## config.mk

```make
export PLATFORM = sky130hd
export DESIGN_NAME = winewhite_classifier
export DESIGN_NICKNAME = d
export VERILOG_FILES = /design/src/hdl/winewhite_pkg.sv /design/src/hdl/argmax.sv /design/src/hdl/class_tally.sv /design/src/hdl/winewhite_classifier.sv /design/src/hdl/winewhite_tp.sv
export SDC_FILE = /design/constraint.sdc
export NUM_CORES = 1
export LEC_CHECK = 0
export ABC_AREA = 1
export BUFFER_PORTS_ARGS = -buffer_cell sky130_fd_sc_hd__buf_2
export CORE_MARGIN = 2
export CORE_UTILIZATION = 60
export CTS_BUF_LIST = sky130_fd_sc_hd__clkbuf_16
export DETAILED_ROUTE_END_ITERATION = 12
export GPL_TIMING_DRIVEN = 1
export PLACE_DENSITY_LB_ADDON = 0.25
export SLEW_MARGIN = 10
export SYNTH_ARGS = -nofsm -noshare
export SYNTH_HDL_FRONTEND = slang
export SYNTH_SLANG_ARGS = --single-unit
export TNS_END_PERCENT = 100
```

## constraint.sdc

```tcl
create_clock -name clk -period 41.6 [get_ports clk]
set_input_delay 4.16 -clock clk [delete_from_list [all_inputs] [get_ports clk]]
set_output_delay 4.16 -clock clk [all_outputs]
set_load 0.05 [all_outputs]
```

## src/hdl/winewhite_pkg.sv

```systemverilog
package winewhite_pkg;

    // network sizes are fixed by the trained weights below
    localparam int FEAT_CNT   = 11;
    localparam int FEAT_BITS  = 4;
    localparam int HIDDEN_CNT = 40;
    localparam int CLASS_CNT  = 7;
    localparam int SUM_BITS   = 6;    // popcount of up to 40 hidden bits

    typedef logic [FEAT_BITS-1:0]          feature_t;
    typedef logic [FEAT_CNT*FEAT_BITS-1:0] features_t;  // feature 0 in the top nibble
    typedef logic [2:0]                    class_t;
    typedef logic [SUM_BITS:0]             score_t;     // 2 * popcount + bias

    // kind of each hidden unit after training pruned some to constants
    typedef enum logic [1:0] {
        HID_CMP,     // positive feature sum >= negative feature sum
        HID_ONE,
        HID_ZERO
    } hidden_op_t;

    localparam hidden_op_t HIDDEN_OP [HIDDEN_CNT] = '{
        HID_CMP,  HID_ONE,  HID_CMP,  HID_CMP,
        HID_CMP,  HID_CMP,  HID_CMP,  HID_CMP,
        HID_CMP,  HID_CMP,  HID_CMP,  HID_CMP,
        HID_CMP,  HID_CMP,  HID_CMP,  HID_CMP,
        HID_ONE,  HID_CMP,  HID_CMP,  HID_CMP,
        HID_CMP,  HID_CMP,  HID_CMP,  HID_ONE,
        HID_CMP,  HID_CMP,  HID_ZERO, HID_CMP,
        HID_ZERO, HID_CMP,  HID_CMP,  HID_CMP,
        HID_ONE,  HID_ONE,  HID_CMP,  HID_CMP,
        HID_CMP,  HID_CMP,  HID_CMP,  HID_CMP
    };

    // bit f set means feature f is added on that side of the unit
    localparam logic [FEAT_CNT-1:0] HID_POS_MASK [HIDDEN_CNT] = '{
        11'h090, 11'h000, 11'h704, 11'h021,
        11'h628, 11'h040, 11'h0de, 11'h003,
        11'h046, 11'h4d0, 11'h068, 11'h156,
        11'h0a6, 11'h114, 11'h20e, 11'h040,
        11'h000, 11'h021, 11'h0ce, 11'h042,
        11'h423, 11'h183, 11'h507, 11'h000,
        11'h047, 11'h408, 11'h000, 11'h258,
        11'h000, 11'h421, 11'h2b8, 11'h4a0,
        11'h000, 11'h000, 11'h038, 11'h347,
        11'h202, 11'h042, 11'h006, 11'h460
    };

    localparam logic [FEAT_CNT-1:0] HID_NEG_MASK [HIDDEN_CNT] = '{
        11'h303, 11'h000, 11'h0f0, 11'h0d2,
        11'h013, 11'h08c, 11'h200, 11'h4f0,
        11'h321, 11'h109, 11'h080, 11'h620,
        11'h600, 11'h420, 11'h4d0, 11'h188,
        11'h000, 11'h192, 11'h500, 11'h23c,
        11'h0d0, 11'h608, 11'h068, 11'h000,
        11'h4a8, 11'h092, 11'h000, 11'h004,
        11'h000, 11'h38e, 11'h002, 11'h003,
        11'h000, 11'h000, 11'h046, 11'h098,
        11'h0e4, 11'h238, 11'h400, 11'h191
    };

    // hidden bits a class counts as true
    localparam logic [HIDDEN_CNT-1:0] CLS_POS_MASK [CLASS_CNT] = '{
        40'h00_1014_8890,
        40'h60_1158_0880,
        40'h30_0114_0000,
        40'h20_8181_8002,
        40'h00_1040_0000,
        40'h00_8000_0000,
        40'h20_0114_2030
    };

    // hidden bits a class counts inverted
    localparam logic [HIDDEN_CNT-1:0] CLS_NEG_MASK [CLASS_CNT] = '{
        40'h40_0081_0642,
        40'h04_c081_0400,
        40'h02_0200_0200,
        40'h02_0000_0000,
        40'h02_0021_1100,
        40'h02_0081_2800,
        40'h4f_4883_1046
    };

    localparam score_t CLS_BIAS [CLASS_CNT] = '{
        7'd7, 7'd6, 7'd13, 7'd13, 7'd14, 7'd15, 7'd0
    };

endpackage

```

## src/hdl/argmax.sv

```systemverilog
`timescale 1ns/10ps

module argmax #(
    parameter int SIZE       = 7,
    parameter int INDEX_BITS = 3,
    parameter int BITS       = 7
) (
    input  logic [SIZE*BITS-1:0]  inx,      // slice 0 holds entry 0
    output logic [INDEX_BITS-1:0] outimax
);

    logic [BITS-1:0]       best_val;
    logic [INDEX_BITS-1:0] best_idx;

    // only a strictly larger score replaces the current best
    // so that ties resolve to the lowest index
    always_comb begin
        best_val = inx[BITS-1:0];
        best_idx = '0;
        for (int i = 1; i < SIZE; i++) begin
            if (inx[i*BITS +: BITS] > best_val) begin
                best_val = inx[i*BITS +: BITS];
                best_idx = INDEX_BITS'(i);
            end
        end
    end

    assign outimax = best_idx;

endmodule

```

## src/hdl/class_tally.sv

```systemverilog
`timescale 1ns/10ps

module class_tally #(
    parameter int COUNT_BITS = 10
) (
    input  logic                   clk,
    input  logic                   rst,
    input  logic                   hit,
    input  winewhite_pkg::class_t  hit_class,
    input  logic                   clear,
    input  logic                   rd,
    input  winewhite_pkg::class_t  sel,
    output logic                   rd_valid,
    output logic [COUNT_BITS-1:0]  count
);

    logic [COUNT_BITS-1:0] counters [winewhite_pkg::CLASS_CNT];
    logic                  hit_ok;

    // hits on the unused class 7 are dropped
    assign hit_ok = hit && (hit_class < winewhite_pkg::CLASS_CNT);

    always_ff @(posedge clk) begin
        if (rst || clear) begin    // clear wins over a same-edge hit
            for (int c = 0; c < winewhite_pkg::CLASS_CNT; c++)
                counters[c] <= '0;
        end else if (hit_ok && !(&counters[hit_class])) begin
            counters[hit_class] <= counters[hit_class] + 1'b1;
        end
    end

    always_ff @(posedge clk) begin
        if (rst)
            rd_valid <= 1'b0;
        else
            rd_valid <= rd;
    end

    // the read samples the counts before any update at the same edge
    always_ff @(posedge clk) begin
        if (rd) begin
            if (sel < winewhite_pkg::CLASS_CNT)
                count <= counters[sel];
            else
                count <= '0;
        end
    end

endmodule

```

## src/hdl/winewhite_classifier.sv

```systemverilog
`timescale 1ns/10ps

module winewhite_classifier #(
    parameter int TALLY_BITS = 10
) (
    input  logic                      clk,
    input  logic                      rst,
    input  logic                      in_valid,
    input  winewhite_pkg::features_t  features,
    output logic                      out_valid,
    output winewhite_pkg::class_t     prediction,
    input  logic                      tally_clear,
    input  logic                      tally_rd,
    input  winewhite_pkg::class_t     tally_sel,
    output logic                      tally_valid,
    output logic [TALLY_BITS-1:0]     tally_count
);

    winewhite_pkg::features_t sample_q;
    logic                     stage1_valid;
    winewhite_pkg::class_t    net_class;

    // the valid bit runs two stages to match the sample and prediction registers
    always_ff @(posedge clk) begin
        if (rst) begin
            stage1_valid <= 1'b0;
            out_valid    <= 1'b0;
        end else begin
            stage1_valid <= in_valid;
            out_valid    <= stage1_valid;
        end
    end

    always_ff @(posedge clk) begin
        if (in_valid)
            sample_q <= features;
        if (stage1_valid)
            prediction <= net_class;    // network settles within one cycle
    end

    winewhite_tp u_net (
        .features  (sample_q),
        .prediction(net_class)
    );

    // counts each prediction on the edge where out_valid is high
    class_tally #(
        .COUNT_BITS(TALLY_BITS)
    ) u_tally (
        .clk      (clk),
        .rst      (rst),
        .hit      (out_valid),
        .hit_class(prediction),
        .clear    (tally_clear),
        .rd       (tally_rd),
        .sel      (tally_sel),
        .rd_valid (tally_valid),
        .count    (tally_count)
    );

endmodule

```

## src/hdl/winewhite_tp.sv

```systemverilog
`timescale 1ns/10ps

module winewhite_tp (
    input  winewhite_pkg::features_t features,
    output winewhite_pkg::class_t    prediction
);

    // a unit sums at most all eleven features
    localparam int ACC_BITS   = $clog2(winewhite_pkg::FEAT_CNT + 1) + winewhite_pkg::FEAT_BITS;
    localparam int SCORE_BITS = $bits(winewhite_pkg::score_t);

    winewhite_pkg::feature_t                 feature_array [winewhite_pkg::FEAT_CNT];
    logic [winewhite_pkg::HIDDEN_CNT-1:0]    hidden;
    logic [winewhite_pkg::CLASS_CNT*SCORE_BITS-1:0] score_vec;

    for (genvar i = 0; i < winewhite_pkg::FEAT_CNT; i++) begin : g_unpack
        assign feature_array[winewhite_pkg::FEAT_CNT-1-i] =
            features[i*winewhite_pkg::FEAT_BITS +: winewhite_pkg::FEAT_BITS];
    end

    for (genvar h = 0; h < winewhite_pkg::HIDDEN_CNT; h++) begin : g_hidden
        logic [ACC_BITS-1:0] pos_sum;
        logic [ACC_BITS-1:0] neg_sum;
        logic                unit;

        always_comb begin
            pos_sum = '0;
            neg_sum = '0;
            for (int f = 0; f < winewhite_pkg::FEAT_CNT; f++) begin
                if (winewhite_pkg::HID_POS_MASK[h][f])
                    pos_sum = pos_sum + ACC_BITS'(feature_array[f]);
                if (winewhite_pkg::HID_NEG_MASK[h][f])
                    neg_sum = neg_sum + ACC_BITS'(feature_array[f]);
            end
        end

        always_comb begin
            case (winewhite_pkg::HIDDEN_OP[h])
                winewhite_pkg::HID_ONE:  unit = 1'b1;
                winewhite_pkg::HID_ZERO: unit = 1'b0;
                default:                 unit = (pos_sum >= neg_sum);
            endcase
        end

        assign hidden[h] = unit;
    end

    for (genvar c = 0; c < winewhite_pkg::CLASS_CNT; c++) begin : g_class
        logic [winewhite_pkg::HIDDEN_CNT-1:0] picked;
        logic [winewhite_pkg::SUM_BITS-1:0]   popcount;
        winewhite_pkg::score_t                score;

        // the two masks never overlap, so one OR merges true and inverted taps
        assign picked = (hidden & winewhite_pkg::CLS_POS_MASK[c])
                      | (~hidden & winewhite_pkg::CLS_NEG_MASK[c]);

        always_comb begin
            popcount = '0;
            for (int j = 0; j < winewhite_pkg::HIDDEN_CNT; j++)
                popcount = popcount + winewhite_pkg::SUM_BITS'(picked[j]);
        end

        assign score = {popcount, 1'b0} + winewhite_pkg::CLS_BIAS[c];
        assign score_vec[c*SCORE_BITS +: SCORE_BITS] = score;
    end

    argmax #(
        .SIZE      (winewhite_pkg::CLASS_CNT),
        .INDEX_BITS($bits(winewhite_pkg::class_t)),
        .BITS      (SCORE_BITS)
    ) result (
        .inx    (score_vec),
        .outimax(prediction)
    );

endmodule

```

* Yosys cells after proc, flatten, opt, wreduce, memory -nomap -nowiden *
Memories as Yosys holds them, arrays and structs flattened. A register that Yosys moved wholly into a read port is not among the register bits.
Index checks and enable logic that the tools add are counted.

word-level totals
  RAM bits = 70
  output and inout port bits = 15
  word-level logic and storage cells = 452
  memories = 1
  input port bits = 52
  register bits after elaboration = 50

memory list
  name              words  width  rd ports  clocked after memory_dff  write ports  RTL line           source
  u_tally.counters  7      10     2         1                         7            class_tally.sv:17  logic [COUNT_BITS-1:0] counters [winewhite_pkg::CLASS_CNT];

cells by class
  add/sub/neg operators = 371
  order comparisons = 40
  multiplexer cells = 18
  bitwise logic cells = 8
  reductions and logical operators = 8

operators with widths
  kind                                                             number
  6-bit by 1-bit adder with 6-bit output                           247
  8-bit by 4-bit adder with 8-bit output                           65
  8-bit >= comparator                                              25
  4-bit by 4-bit adder with 5-bit output                           24
  6-bit by 1-bit adder with 6-bit output, second input constant    19
  38-bit by 34-bit OR with 38-bit output                           2
  7-bit > comparator                                               6
  8-bit by 4-bit >= comparator with 1-bit output                   5
  39-bit NOT                                                       1
  21-bit by 39-bit OR with 39-bit output                           1
  38-bit by 39-bit OR with 39-bit output                           1
  39-bit by 35-bit OR with 39-bit output                           1
  7-bit two-way mux                                                5
  23-bit by 34-bit OR with 34-bit output                           1
  32-bit by 34-bit OR with 34-bit output                           1
  7-bit by 4-bit adder with 7-bit output, second input constant    4
  4-bit by 8-bit >= comparator with 1-bit output                   2
  1-bit by 1-bit adder with 2-bit output                           7
  7-bit by 3-bit adder with 7-bit output, second input constant    2
  5-bit by 4-bit adder with 6-bit output                           2
  10-bit by 1-bit adder with 10-bit output, second input constant  1
  10-bit two-way mux                                               1
  10-bit AND reduction                                             1
  10-bit OR reduction                                              1
  other kinds (8)                                                  20

* Longest topological paths before layout *
Gate-level depths: netlist of the first run.

  depth in word-level cells = 60
  depth in mapped cells = 89
  gate-level depth less buffers = 89

* By module *
From an unflattened synthesis of the first run, not the netlist that was laid out.

unflattened totals
  cells, all modules = 2701
  area total of the unflattened synthesis = 22401.5 um^2

by module, submodules not included
  module                area each (um^2)  instances  cells an instance
  winewhite_tp          14038.5           1          1723
  class_tally           5248.8            1          663
  argmax                1647.8            1          262
  winewhite_classifier  1466.4            1          53

* Least setup slack after synthesis of the first run *
No wires, ideal clock.

  path type = register -> register
  start point = register sample_q[25]
  end point = register prediction[1] (data pin)
  cell stages (with the launch flop) = 77
  clock period less this slack = 13.272 ns
  path slack = 28.328 ns
  data required time = 41.342 ns
  buffers on the path = 0
  setup time = 0.258 ns
  data arrival time = 13.015 ns
  cell sequence = edfxtp_1 > fa_1 > inv_1 > fa_1 > xnor2_1 > inv_1 > fa_1 > inv_1 > fa_1 > ha_1 > o21a_1 > o21ai_0 > nand2_1 > nor3_1 > inv_1 > fa_1 > inv_1 > fa_1 > (+41 left out) > nand2_1 > and2_1 > ha_1 > nand2_1 > inv_1 > a221oi_1 > nor2_1 > nand2_2 > inv_1 > nand2_1 > nand2_1 > ha_1 > nand3_1 > nand3b_1 > a21oi_1 > nand2_1 > nand2_1 > o21ai_1

between the ends
  longest elaborated chain between the ends = 52
  elaborated cells on any way between the ends = 243
  those cells by class = add/sub: 205; order compare: 22; mux: 9; bitwise: 7

RTL lines
  what                                                  RTL line                    source
  start, declared                                       winewhite_classifier.sv:19  winewhite_pkg::features_t sample_q;
  start signal, assigned                                winewhite_classifier.sv:36  sample_q <= features;
  8-bit by 4-bit adder with 8-bit output (3 in a row)   winewhite_tp.sv:31          pos_sum = pos_sum + ACC_BITS'(feature_array[f]);
  8-bit by 4-bit >= comparator with 1-bit output        winewhite_tp.sv:41          default: unit = (pos_sum >= neg_sum);
  39-bit NOT                                            winewhite_tp.sv:55          | (~hidden & winewhite_pkg::CLS_NEG_MASK[c]);
  21-bit by 39-bit OR with 39-bit output                winewhite_tp.sv:55
  6-bit by 1-bit adder with 6-bit output (34 in a row)  winewhite_tp.sv:60          popcount = popcount + winewhite_pkg::SUM_BITS'(picked[j]);
  7-bit by 3-bit adder with 7-bit output                winewhite_tp.sv:63          assign score = {popcount, 1'b0} + winewhite_pkg::CLS_BIAS[c];
  7-bit > comparator                                    argmax.sv:21                if (inx[i*BITS +: BITS] > best_val) begin
  7-bit two-way mux                                     argmax.sv:21
  7-bit > comparator                                    argmax.sv:21
  7-bit two-way mux                                     argmax.sv:21
  7-bit > comparator                                    argmax.sv:21
  7-bit two-way mux                                     argmax.sv:21
  7-bit > comparator                                    argmax.sv:21
  7-bit two-way mux                                     argmax.sv:21
  7-bit > comparator                                    argmax.sv:21
  7-bit two-way mux                                     argmax.sv:21
  7-bit > comparator                                    argmax.sv:21
  end signal, assigned                                  winewhite_classifier.sv:38  prediction <= net_class;
  end, declared                                         winewhite_classifier.sv:11  output winewhite_pkg::class_t prediction,

Several ways; a longest one is shown, not always the timed one.
A chain may end at the register's enable or synchronous reset.

* Worst setup path in the final report of the first run *
  start point = register sample_q[37]
  end point = register prediction[1] (data pin)

between the ends
  longest elaborated chain between the ends = 54
  elaborated cells on any way between the ends = 284
  those cells by class = add/sub: 240; order compare: 27; mux: 9; bitwise: 8

RTL lines
  what                                                  RTL line
  4-bit by 4-bit adder with 5-bit output                winewhite_tp.sv:31, winewhite_tp.sv:33
  8-bit by 4-bit adder with 8-bit output (4 in a row)   winewhite_tp.sv:31
  8-bit by 4-bit >= comparator with 1-bit output        winewhite_tp.sv:41
  39-bit NOT                                            winewhite_tp.sv:55
  21-bit by 39-bit OR with 39-bit output                winewhite_tp.sv:55
  6-bit by 1-bit adder with 6-bit output (34 in a row)  winewhite_tp.sv:60
  7-bit by 3-bit adder with 7-bit output                winewhite_tp.sv:63
  7-bit > comparator                                    argmax.sv:21
  (+2 left out)                                         --
  7-bit two-way mux                                     argmax.sv:21
  7-bit > comparator                                    argmax.sv:21
  7-bit two-way mux                                     argmax.sv:21
  7-bit > comparator                                    argmax.sv:21
  7-bit two-way mux                                     argmax.sv:21
  7-bit > comparator                                    argmax.sv:21
  7-bit two-way mux                                     argmax.sv:21
  7-bit > comparator                                    argmax.sv:21

Several ways; a longest one is shown, not always the timed one.

==> results of run 1 <==
placed cells by master (no fill, tap or decap), types with 4 or more instances in the layout:
cell,count
a31oi_1,16
ha_1,445
a21boi_0,27
edfxtp_1,127
nor2_2,5
nand3b_1,4
a21o_1,4
xor2_1,91
o21a_1,29
dfxtp_1,13
nand2_1,345
fa_1,165
clkinv_8,6
nand3_1,126
o21ai_0,147
and2_1,4
o21ai_2,5
o211ai_1,16
buf_2,66
inv_8,5
buf_4,37
inv_1,567
nor3_1,6
conb_1,10
xnor2_1,57
nor2_1,171
o21ai_1,22
nand4_1,6
a211oi_1,15
clkbuf_16,17
nand2_2,11
o21bai_1,12
a21oi_1,170
critical path: cells and delay by family (launching register included):
| family | cells | cell delay [ns] |
|---|---|---|
| DFF | 1 | 0.85 |
| buffers and inverters | 18 | 1.42 |
| adders and majority gates | 18 | 6.19 |
| and+or+nand+nor | 31 | 3.92 |
| xor gates and xnor gates | 3 | 0.72 |
| AOI/OAI and AO/OA | 13 | 1.96 |
cell usage after synthesis (all sizes together) (4+ instances only):
cell type    n
a211oi      15
nand3      128
o21bai      12
nand3b       4
and2         6
nand2      356
o21ai      174
a31oi       16
fa         165
nor3         6
xor2        91
clkbuf      16
a21o         4
nand4        6
ha         445
o21a        29
inv        572
buf         22
a21boi      27
xnor2       57
dfxtp       13
o211ai      17
edfxtp     127
nor2       178
a21oi      170
logic make-up (layout without fill, tap and decap cells):
kind of cell,count (synthesis),after routing,synth area share [%]
AOI/OAI and AO/OA,476,476,12.26
xor gates and xnor gates,148,148,5.823
adders and majority gates,610,610,39.85
buffers and inverters,610,707,10.74
DFF,140,140,18.30
muxes,1,1,0.04496
other,1,10,0.01684
and+or+nand+nor,689,689,12.97
sequential cells by signal (all words and copies together) (netlist names):
signal	flops
u_tally.counters	80
sample_q	44
u_tally.count	10
prediction	3
out_valid	1
stage1_valid	1
u_tally.rd_valid	1
worst max path at each step:
stage | from | endpoint | slack (ns) | depth (start not counted)
after floorplan | sample_q[25]$_DFFE_PP_ | prediction[1]$_SDFFCE_PN1P_ | 28.33 | 76
after global placement | sample_q[37]$_DFFE_PP_ | prediction[1]$_SDFFCE_PN1P_ | 26.94 | 82
after global routing | sample_q[37]$_DFFE_PP_ | prediction[2]$_SDFFCE_PP1P_ | 25.05 | 82
after detailed placement | sample_q[37]$_DFFE_PP_ | prediction[1]$_SDFFCE_PN1P_ | 26.51 | 82
final | sample_q[37]$_DFFE_PP_ | prediction[1]$_SDFFCE_PN1P_ | 26.31 | 83
after CTS | sample_q[37]$_DFFE_PP_ | prediction[1]$_SDFFCE_PN1P_ | 26.47 | 82
layer usage:
metal | track usage, % | vias to the layer above | routed length, µm
met4 | 13.59 | 0 | 2690
met2 | 56.09 | 918 | 29370
met3 | 6.759 | 170 | 6395
met1 | 46.43 | 9083 | 26890
li1 | - | 8924 | -
met5 | 0 | - | 0
area by class of cell:
cell class	instances	area (µm²)
Fill cell	3003	12740
Multi-Input combinational cell	1934	15830
Clock inverter	15	188.9
Timing Repair Buffer	103	608.1
Inverter	572	2152
Clock buffer	17	425.4
Sequential cell	140	4074
Tap cell	468	585.6
metrics by stage:
stage	instance area, µm²	util (%)	setup WS (ns)	cells	hold WS (ns)
2_1_floorplan	22300	-	28.33	2684	0.4447
3_3_place_gp	23250	63.51	26.94	3217	0.4774
3_5_place_dp	23250	63.51	26.51	3217	0.4947
4_1_cts	23870	65.19	26.47	3249	0.5131
5_1_grt	23870	65.19	25.05	3249	0.5381
6_report	23870	65.19	26.31	3249	0.5155
==> results.cfg, run 1 <==
[outcome]
status = completed

[drt]
final_antenna_net_count = 0
drt_iter0_drc = 1845
firstDrtPassIters = 7
wl_per_cell_um = 20.11
viasPerCell = 5.877
num_vias = 19095
drc = 0
routed_wl_um = 65340

[sta]
fin_skew_ns = 0.01108
period_needed_ns = 15.29
finalHoldViolations = 0
slew-limit-headroom_pct = 22.99
post-route-period-util_pct = 36.75
setup_tns_ns = 0
rsz0062_at_grt = false
finalSetupViolations = 0
worst_pin_slew_ns = 1.143
slew_viol_final = 0
max_freq_ghz = 0.06541

[clocking]
post_cts_buffers = 0
tritoncts = built
cts.sinks = 140
cts_resized = 0
path_clk_slew_ns = 0.07
numCtsBuffers = 17
hold_buffers = 0
clockBufferDepth = 2
root_buffer = clkbuf_16
cts_max_level = 4
clock_latency_ns = 0.46

[worst_setup_path]
max_stage_delay_ns = 0.85
cp_common_cell = inv_1
reg2reg_from = sample_q[37]$_DFFE_PP_
regToRegEndpoint = prediction[1]$_SDFFCE_PN1P_
startpoint_type = flip-flop
rr_worst_depth = 83
cp-end-kind = flip-flop
r2r_slack_ns = 26.31
required_ns = 41.81
cp_slowest_cell = edfxtp_1
crit_type = flip-flop to flip-flop
cp_max_fo = 11
arrival_ns = 15.49

[synth]
synth.area.top_cells = ha_1 25%, edfxtp_1 17%, fa_1 15%
ys.flop_type = edfxtp_1
synth_top_area_share_pct = 25.01
avgSynthCellArea_um2 = 8.322
ys_types = 52
async_flop_share_pct = 0
synth_cells = 2675
yosys.area.top_type = ha_1
ys_ff_latch = 140
synth_edf_count = 127
synth_area_um2 = 22260
yosysWarnings = 0
yosysSeqAreaShare_pct = 18.30

[floorplan]
core_area_um2 = 36610
start_util_pct = 60.81
die_height_um = 196.6
num_io_pins = 67
placementRows = 70
die_width_um = 196.6
die_area_um2 = 38660

[grt]
grt_overflow = 0
grt_util_all_layers_pct = 34.80
grt_pass1_wl_um = 102300
grt_pass1_vias = 19337
antenna_found_initial = 0
grt_max_degree = 55

[job]
drv_cap = 0

[final_layout]
fin_nets = 3430
area_delta_synth_final_pct = 7.200
drive_gt1_share_pct = 5.969
insertedDiodeCount = 0

[min_path]
hold_depth = 2
whs_endpoint = u_tally.counters[6][2]$_SDFFE_PP0P_
worst_hold_path_type = flip-flop to flip-flop
hold_start = u_tally.counters[6][2]$_SDFFE_PP0P_

[place]
place_congestion = 1.003
dpl.hpwl_um = 50530
portBuffers = 66
Power of run 1 is not shown: default switching activity piles up to over one toggle a cycle in this logic, so the estimate is an artifact.
==> inputs of run 2 (changes only) <==
Settings changed: CORE_UTILIZATION 60 to 59.
Clock period 41.6 ns to 13.5 ns, I/O delays scaled along.
==> results.cfg, run 2 (synthesis results as in run 1) <==
[place]
pre_cts_slack_ns = -0.3655
place_congestion = 1.063
portBuffers = 66
dp_cells = 3356
dpl.hpwl_um = 53230

[final_layout]
insertedDiodeCount = 0
regMostFlops = u_tally.counters
drive_gt1_share_pct = 14.62
largest_reg_flops = 80
area_delta_synth_final_pct = 14.90
final_cell_mix = 557 x inv_1, 421 x ha_1, 317 x nand2_1
final_cells = 3425
final_common_cell = inv_1
reg.largest.list = u_tally.counters x80, sample_q x44, u_tally.count x10
fin_nets = 3563

[floorplan]
placementRows = 71
core_area_um2 = 37400
die_height_um = 198.3
num_io_pins = 67
die_width_um = 198.3
start_util_pct = 59.53
die_area_um2 = 39300

[worst_setup_path]
reg2reg_from = sample_q[37]$_DFFE_PP_
cp-end-kind = flip-flop
r2r_slack_ns = 0.11
rr_worst_depth = 77
cp_max_fo = 9
arrival_ns = 13.61
crit_type = flip-flop to flip-flop
cp_slowest_cell = fa_1
cp_common_cell = ha_1
required_ns = 13.72
max_stage_delay_ns = 0.57
regToRegEndpoint = prediction[1]$_SDFFCE_PN1P_
startpoint_type = flip-flop

[drt]
wl_per_cell_um = 19.78
num_vias = 19563
drc = 0
firstDrtPassIters = 6
drt_iter0_drc = 1913
viasPerCell = 5.712
routed_wl_um = 67740
final_antenna_net_count = 0

[sta]
fin_skew_ns = 0.01407
max_freq_ghz = 0.07469
worst_slack_ns = 0.1120
slew_viol_final = 0
worst_pin_slew_ns = 1.018
rsz0062_at_grt = true
period_needed_ns = 13.39
finalSetupViolations = 0
post-route-period-util_pct = 99.17
setup_tns_ns = 0
slew-limit-headroom_pct = 31.39
finalHoldViolations = 0

[min_path]
worst_hold_path_type = flip-flop to flip-flop
hold_start = u_tally.counters[6][4]$_SDFFE_PP0P_
whs_endpoint = u_tally.counters[6][4]$_SDFFE_PP0P_
hold_depth = 2

[clocking]
cts_max_level = 4
clock_latency_ns = 0.47
root_buffer = clkbuf_16
path_clk_slew_ns = 0.07
tritoncts = built
numCtsBuffers = 17
cts.sinks = 140
clockBufferDepth = 2
hold_buffers = 0

[grt]
antenna_found_initial = 1
grt_pass1_wl_um = 103600
grt_pass1_vias = 19357
grt_overflow = 0
grt_max_degree = 55
grt_util_all_layers_pct = 35.19

[job]
drv_cap = 0

[outcome]
status = completed
-- run 2: routing by layer --
metal,GRT usage (%),wire length (µm),vias to the layer above
met1,46.45,27390,9244
met5,0,11,-
met2,53.48,29460,923
met3,8.721,7100,208
li1,-,-,9186
met4,18.35,3777,2
-- run 2: final cells by class --
cell class,count,area [µm²]
multi-input cells,1934,16490
repair buffers,236,1622
clock inverters,15,177.7
inverters,572,2155
well taps,511,639.4
clock buffers,17,425.4
fillers,3031,11820
flip-flops and latches,140,4074
-- run 2: worst max path at each step --
stage / start / to / slack (ns) / cells past startpoint
final: sample_q[37]$_DFFE_PP_ / prediction[1]$_SDFFCE_PN1P_ / 0.11 / 77
after global routing: sample_q[28]$_DFFE_PP_ / prediction[1]$_SDFFCE_PN1P_ / -0.54 / 79
after CTS: sample_q[36]$_DFFE_PP_ / prediction[1]$_SDFFCE_PN1P_ / 0.01 / 81
after detailed placement: sample_q[28]$_DFFE_PP_ / prediction[1]$_SDFFCE_PN1P_ / -0.37 / 76
after global placement: sample_q[36]$_DFFE_PP_ / prediction[1]$_SDFFCE_PN1P_ / 0.05 / 80
after floorplan: sample_q[25]$_DFFE_PP_ / prediction[1]$_SDFFCE_PN1P_ / 0.23 / 76
-- run 2: critical path: cells and delay by family, from the launching register on --
kind | cells | cell delay (ns)
simple gates | 28 | 2.90
xor+xnor | 4 | 0.82
fa+ha+maj | 17 | 5.92
flops | 1 | 0.44
compound gates | 13 | 1.60
buf+inv | 15 | 1.42
-- run 2: metrics by stage --
step / hold slack (ns) / util (%) / area (µm²)
2_1_floorplan: 0.4447 / - / 22300
3_3_place_gp: 0.4810 / 64.25 / 24030
3_5_place_dp: 0.4873 / 64.25 / 24030
4_1_cts: 0.4962 / 66.41 / 24840
5_1_grt: 0.5156 / 68.40 / 25580
6_report: 0.5006 / 68.40 / 25580
-- run 2: timing repair --
action                     in CTS  in global routing
hold endpoints to repair        0                  0
setup buffers                  13                 24
setup endpoints to repair       3                  3
gates resized for setup        29                131
pin swaps                       8                 77
Power of run 2 is left out for the same reason.
